### src/include/emu_consts.svh
`ifndef EMU_CONSTS_SVH
`define EMU_CONSTS_SVH

// width of a target word and of one scan word.
`define EMU_DATA_W 64

// number of words in the target memory.
`define EMU_MEM_DEPTH 16

// program counter and ram scan pointer width, log2 of the depth.
`define EMU_ADDR_W 4

// words in the ff scan chain: accumulator, then program counter.
`define EMU_CHAIN_LEN 2

`endif

### src/hw/emu_pkg.sv
`include "emu_consts.svh"

package emu_pkg;

    // accumulator values, memory words and scan words.
    typedef logic [`EMU_DATA_W-1:0] word_t;

    // program counter and ram scan pointer.
    typedef logic [`EMU_ADDR_W-1:0] addr_t;

    // harness control state, scan wins over run.
    typedef enum logic [1:0] {
        ST_IDLE = 2'd0,
        ST_RUN  = 2'd1,
        ST_SCAN = 2'd2
    } emu_state_t;

endpackage

### src/hw/emu_clock_ctrl.sv
`timescale 1ns/10ps

module emu_clock_ctrl (
    input  logic host_clk,
    input  logic rst_n,
    input  logic run_mode,
    input  logic scan_mode,
    output logic step,
    output logic scan_en,
    output logic idle
);

    emu_pkg::emu_state_t state;
    emu_pkg::emu_state_t state_nxt;

    // scan mode has priority, the target must not step while its chain moves.
    always_comb begin
        if (scan_mode) begin
            state_nxt = emu_pkg::ST_SCAN;
        end else if (run_mode) begin
            state_nxt = emu_pkg::ST_RUN;
        end else begin
            state_nxt = emu_pkg::ST_IDLE;
        end
    end

    always_ff @(posedge host_clk) begin
        if (!rst_n) begin
            state <= emu_pkg::ST_IDLE;
        end else begin
            state <= state_nxt;
        end
    end

    // outputs come straight from the state register, one cycle after the mode.
    assign step    = (state == emu_pkg::ST_RUN);
    assign scan_en = (state == emu_pkg::ST_SCAN);
    assign idle    = (state == emu_pkg::ST_IDLE);

    property p_step_scan_exclusive;
        @(posedge host_clk) disable iff (!rst_n)
            !(step && scan_en);
    endproperty

    a_step_scan_exclusive : assert property (p_step_scan_exclusive)
        else $error("step and scan_en high together");

    property p_idle_decode;
        @(posedge host_clk) disable iff (!rst_n)
            idle == !(step || scan_en);
    endproperty

    a_idle_decode : assert property (p_idle_decode)
        else $error("idle does not match step and scan_en");

    // a scan request is honoured on the next cycle even while running.
    property p_scan_latency;
        @(posedge host_clk) disable iff (!rst_n)
            scan_mode |=> scan_en && !step;
    endproperty

    a_scan_latency : assert property (p_scan_latency)
        else $error("scan_mode not followed by scan_en");

endmodule

### src/hw/emu_ram_scan.sv
`timescale 1ns/10ps

`include "emu_consts.svh"

module emu_ram_scan (
    input  logic           host_clk,
    input  logic           rst_n,
    input  logic           scan_en,
    input  logic           ram_scan_reset,
    input  logic           ram_scan,
    input  logic           ram_dir,
    input  emu_pkg::word_t ram_sdi,
    output emu_pkg::word_t ram_sdo,
    input  emu_pkg::addr_t rd_addr,
    output emu_pkg::word_t rd_data
);

    emu_pkg::word_t mem [0:`EMU_MEM_DEPTH-1];
    emu_pkg::addr_t ram_ptr;
    emu_pkg::addr_t ram_ptr_inc;
    logic           ptr_clr;
    logic           scan_step;
    logic           scan_wr;
    logic           scan_rd;

    // the pointer wraps by overflow, so the depth must fill the address space.
    generate
        if ((1 << `EMU_ADDR_W) != `EMU_MEM_DEPTH) begin : g_depth_check
            $error("memory depth does not match the address width");
        end
    endgenerate

    // pointer reset wins over a scan strobe on the same edge.
    assign ptr_clr     = scan_en && ram_scan_reset;
    assign scan_step   = scan_en && !ram_scan_reset && ram_scan;
    assign scan_wr     = scan_step && ram_dir;
    assign scan_rd     = scan_step && !ram_dir;
    assign ram_ptr_inc = ram_ptr + emu_pkg::addr_t'(1);

    always_ff @(posedge host_clk) begin
        if (!rst_n) begin
            ram_ptr <= '0;
        end else if (ptr_clr) begin
            ram_ptr <= '0;
        end else if (scan_step) begin
            ram_ptr <= ram_ptr_inc;
        end
    end

    always_ff @(posedge host_clk) begin
        if (scan_wr) begin
            mem[ram_ptr] <= ram_sdi;
        end
    end

    // read data holds until the next scan read.
    always_ff @(posedge host_clk) begin
        if (!rst_n) begin
            ram_sdo <= '0;
        end else if (scan_rd) begin
            ram_sdo <= mem[ram_ptr];
        end
    end

    // the target fetches combinationally so a step finishes in one edge.
    assign rd_data = mem[rd_addr];

    // outside scan mode neither the pointer nor the word under it may move.
    property p_no_write_outside_scan;
        @(posedge host_clk) disable iff (!rst_n)
            !scan_en |=> $stable(ram_ptr) && (mem[ram_ptr] === $past(mem[ram_ptr]));
    endproperty

    a_no_write_outside_scan : assert property (p_no_write_outside_scan)
        else $error("ram scan state changed while scan_en low");

endmodule

### src/hw/emu_system.sv
`timescale 1ns/10ps

module emu_system (
    input  logic           host_clk,
    input  logic           rst_n,
    input  logic           run_mode,
    input  logic           scan_mode,
    output logic           idle,
    output logic           target_step,
    input  logic           ff_scan,
    input  logic           ff_dir,
    input  emu_pkg::word_t ff_sdi,
    output emu_pkg::word_t ff_sdo,
    input  logic           ram_scan_reset,
    input  logic           ram_scan,
    input  logic           ram_dir,
    input  emu_pkg::word_t ram_sdi,
    output emu_pkg::word_t ram_sdo
);

    logic           step;
    logic           scan_en;
    emu_pkg::word_t ff_di;
    emu_pkg::addr_t mem_addr;
    emu_pkg::word_t mem_data;

    emu_clock_ctrl clock_ctrl_i (
        .host_clk  (host_clk),
        .rst_n     (rst_n),
        .run_mode  (run_mode),
        .scan_mode (scan_mode),
        .step      (step),
        .scan_en   (scan_en),
        .idle      (idle)
    );

    // ff_dir low feeds the chain output back in, rotating it in place.
    assign ff_di = ff_dir ? ff_sdi : ff_sdo;

    emu_target_core target_core_i (
        .host_clk (host_clk),
        .rst_n    (rst_n),
        .step     (step),
        .scan_en  (scan_en),
        .ff_scan  (ff_scan),
        .ff_di    (ff_di),
        .ff_do    (ff_sdo),
        .mem_addr (mem_addr),
        .mem_data (mem_data)
    );

    emu_ram_scan ram_scan_i (
        .host_clk       (host_clk),
        .rst_n          (rst_n),
        .scan_en        (scan_en),
        .ram_scan_reset (ram_scan_reset),
        .ram_scan       (ram_scan),
        .ram_dir        (ram_dir),
        .ram_sdi        (ram_sdi),
        .ram_sdo        (ram_sdo),
        .rd_addr        (mem_addr),
        .rd_data        (mem_data)
    );

    // one pulse per target step.
    assign target_step = step;

endmodule

### src/hw/emu_target_core.sv
`timescale 1ns/10ps

`include "emu_consts.svh"

module emu_target_core (
    input  logic           host_clk,
    input  logic           rst_n,
    input  logic           step,
    input  logic           scan_en,
    input  logic           ff_scan,
    input  emu_pkg::word_t ff_di,
    output emu_pkg::word_t ff_do,
    output emu_pkg::addr_t mem_addr,
    input  emu_pkg::word_t mem_data
);

    localparam int HI_W = `EMU_DATA_W - `EMU_ADDR_W;

    emu_pkg::word_t  acc;
    emu_pkg::addr_t  pc;
    logic [HI_W-1:0] pc_word_hi;
    emu_pkg::word_t  chain [0:`EMU_CHAIN_LEN-1];
    emu_pkg::word_t  acc_sum;
    emu_pkg::addr_t  pc_inc;
    logic            shift;

    // the shift below is written for exactly two chain words.
    generate
        if (`EMU_CHAIN_LEN != 2) begin : g_chain_len_check
            $error("ff scan chain expects two words");
        end
    endgenerate

    // word 0 of the chain is shifted out first.
    assign chain[0] = acc;
    assign chain[1] = {pc_word_hi, pc};

    assign shift   = scan_en && ff_scan;
    assign acc_sum = acc + mem_data;
    assign pc_inc  = pc + emu_pkg::addr_t'(1);

    // pc_word_hi carries the upper bits of word 1 while the chain rotates,
    // so a loopback scan returns every bit. a step clears it again.
    always_ff @(posedge host_clk) begin
        if (!rst_n) begin
            acc        <= '0;
            pc         <= '0;
            pc_word_hi <= '0;
        end else if (shift) begin
            acc              <= chain[1];
            {pc_word_hi, pc} <= ff_di;
        end else if (step) begin
            acc        <= acc_sum;
            pc         <= pc_inc;
            pc_word_hi <= '0;
        end
    end

    assign ff_do    = chain[0];
    assign mem_addr = pc;

    // the control stage keeps step and shift apart.
    property p_no_step_during_shift;
        @(posedge host_clk) disable iff (!rst_n)
            shift |-> !step;
    endproperty

    a_no_step_during_shift : assert property (p_no_step_during_shift)
        else $error("target step during ff scan shift");

endmodule

### config.mk
export PLATFORM = sky130hd
export DESIGN_NAME = emu_system
export DESIGN_NICKNAME = d
export VERILOG_FILES = /design/src/hw/emu_pkg.sv /design/src/hw/emu_clock_ctrl.sv /design/src/hw/emu_ram_scan.sv /design/src/hw/emu_system.sv /design/src/hw/emu_target_core.sv
export VERILOG_INCLUDE_DIRS = /design/src /design/src/include
export SDC_FILE = /design/constraint.sdc
export NUM_CORES = 2
export LEC_CHECK = 0
export BUFFER_PORTS_ARGS = -buffer_cell sky130_fd_sc_hd__buf_2
export CAP_MARGIN = 20
export CORE_MARGIN = 10
export CORE_UTILIZATION = 30
export DETAILED_ROUTE_END_ITERATION = 10
export SYNTH_ARGS = -nofsm -noshare
export SYNTH_HDL_FRONTEND = slang
export SYNTH_SLANG_ARGS = --single-unit
### constraint.sdc
create_clock -name host_clk -period 6.55 [get_ports host_clk]
set_input_delay 0.9825 -clock host_clk [delete_from_list [all_inputs] [get_ports host_clk]]
set_output_delay 0.9825 -clock host_clk [all_outputs]
set_load 0.005 [all_outputs]
==> out/results.ini <==
[yosys]
synth_simple_gate_area_share_pct=4.73
synth_area_leader_cell=edfxtp_1
avgSynthCellArea_um2=17.1
synth_warnings=0
synthMuxAreaShare_pct=25.9
synth-xor-area-share_pct=0.797
synthFlopType=edfxtp_1
netlist_area_um2=58200
synth.distinct_cells=69
yosysTopAreaCellShare_pct=52.8
synth_compound_area_share_pct=5.51
postSynthCellCount=3414
synth-seq-area-share_pct=59.8
synth_top_family_by_area=multiplexers
synth_area_leaders=edfxtp_1 53%, mux4_2 25%, dfxtp_1 6.9%
synth-edff-count=1024
synth-async-reset-ratio_pct=0
synthesis.nets=3620
synth-seq-cells=1226
synth_adder_area_share_pct=1.50

[sta]
setup_viol=0
max_slew_margin_pct=24.9
hold_viol=0
fin_skew_ps=28.1
min_period_ps=5230
rsz0062_at_grt=false
slew_viol_final=0
setup_tns_ps=0
tightest_slew_ps=1130
fin_worst_hold_slack_ps=378
fmax_mhz=191
period_share_pct=79.8

[drt]
vias=35100
wire_per_inst_um=29.8
drc_errors=0
first_iter_violations=3692
firstDrtPassIters=6
wl_um=186000
viasPerCell=5.60
ant_nets=0

[finish]
fillers=18100
layout_commonest_cell=edfxtp_1
final_cell_mix=1,024 x edfxtp_1, 640 x mux4_2, 264 x buf_2, 251 x nand2_1, 194 x dfxtp_1
syn_to_final_growth_pct=15.3
layout-drive-gt1-share_pct=32.4
num-nets-final=3824

[grt]
met1_usage_pct=21.3
grt_use_total_pct=17.1
grt_overflow=0
grt_max_degree=140
grt_use_met3_pct=4.29
grt_pass1_wl_um=263000
busiest_layer=met2
grt_pass1_vias=35700
met2_usage_pct=28.1
grt_antenna_before_repair=45

[place]
gp_congestion=0.905
port_buffers=266
dp_hpwl_um=116000

[floorplanning]
initial_core_util_pct=30.2
dieHeight_um=461
io_pins=267
dieArea_um2=212000
rows=161
die_w_um=461
coreArea_um2=193000

[min_path]
min_from=scan_mode
min_path_type=primary input to register

[clock_network]
clk_path_buf_depth=3
cts_tree=yes
cts_resized=0
cts_htree_levels=4
cts_root_buf=clkbuf_16
cts_setup_buffers=0
numCtsBuffers=134
ctsHoldBuffers=0
clkLatencyLatePin_ps=780
clk_transition_reported_paths_ps=60
cts_sinks=1226

[setup_path]
start_kind=register
worstPathMaxFanout=28
crit_arrival_ps=5920
critical_path_class=register to register
worstPathRequired_ps=7240
endpoint_kind=register

[pwr]
powerDensity_nw_per_um2=260
vdd_ir_drop_max_mv=0.254
power.leakage_nw=21.1

[run_status]
status=finished clean

[job]
drv_cap=0

==> metrics by stage <==
step,cell area (µm²),setup slack [ps],util (%),total power [mW],instances
2_1_floorplan,58300,1210,-,9.48,3414
3_3_place_gp,62700,1440,32.5,9.98,6008
3_5_place_dp,62700,1390,32.5,9.99,6008
4_1_cts,67100,1330,34.8,17.6,6253
5_1_grt,67100,1010,34.8,18.0,6257
6_report,67100,1320,34.8,17.5,6265
==> worst paths after layout <==
path | endpoint | slack, ps | depth (start not counted)
max | target_core_i.ff_do[63] | 1320 | 14
min | clock_ctrl_i.state[0] | 380 | 2
max reg2reg | target_core_i.ff_do[63] | 1320 | 14
min reg2reg | ram_scan_i.ram_sdo[35] | 460 | 2
==> synth_stat cells (8+ instances only) <==
library cell,number
a21oi_1,85
a22o_1,17
mux4_2,640
o21bai_1,11
buf_1,60
ha_1,68
o22ai_1,8
and2_1,87
nand4_1,29
o21ai_0,139
o21a_1,11
a211oi_1,9
nor2b_1,8
nand3_1,79
xnor2_1,30
nor2_1,73
nand2b_1,9
a22oi_1,32
mux2i_1,65
a21o_1,34
xor2_1,23
a31oi_1,19
nor3_1,16
nand2_1,252
inv_1,19
a21boi_0,74
dfxtp_1,202
edfxtp_1,1024
o211ai_1,13
clkbuf_1,194
==> state kept, by name, indices dropped and copies added, names as in the netlist, named ones only <==
register / count
clock_ctrl_i.state: 2
ram_scan_i.ram_ptr: 4
target_core_i.mem_addr: 4
ram_scan_i.mem: 1024
target_core_i.ff_do: 64
ram_scan_i.ram_sdo: 64
target_core_i.pc_word_hi: 60
==> cells by family (layout without fill, tap and decap cells) <==
family | count (synthesis) | after routing
buf+inv | 282 | 595
xor+xnor | 53 | 53
flops | 1226 | 1226
simple gates | 585 | 585
other cells | 0 | 12
mux | 705 | 705
fa+ha+maj | 69 | 69
compound gates | 494 | 494
==> power by group <==
part	switching [mW]	internal, mW	total [mW]	leakage, nW
Clock	3.16	4.49	7.65	2.18
Sequential	0.0894	8.47	8.56	10.8
Combinational	0.742	0.522	1.26	8.12
==> layout make-up <==
type	instances	area [µm²]	area share, %
flip-flops and latches	1226	34800	51.9
multi-input cells	1906	22500	33.6
clock buffers	184	3800	5.66
well taps	2526	3160	4.71
repair buffers	329	2060	3.07
clock inverters	61	643	0.958
inverters	21	78.8	0.117
diodes	12	30.0	0.0447
==> layer usage <==
layer / vias up / share of wire, %
met3: 381 / 8.7
met2: 1508 / 48
li1: 14600 / -
met1: 18600 / 38
met5: - / 0.11
met4: 34 / 4.8
==> worst max-delay path, cell delays in order (launching register included) <==
cell and delay (ps):
dfxtp_4 400, buf_12 250, buf_4 360, mux4_2 550, mux4_2 580, ha_1 260
a211oi_1 390, o211ai_1 230, a21oi_1 340, o221ai_1 320, a31o_2 380, a31oi_1 350
o21ai_0 190, or4_1 420, nand3_1 90
No activity file was read; power rests on OpenSTA's default activity.
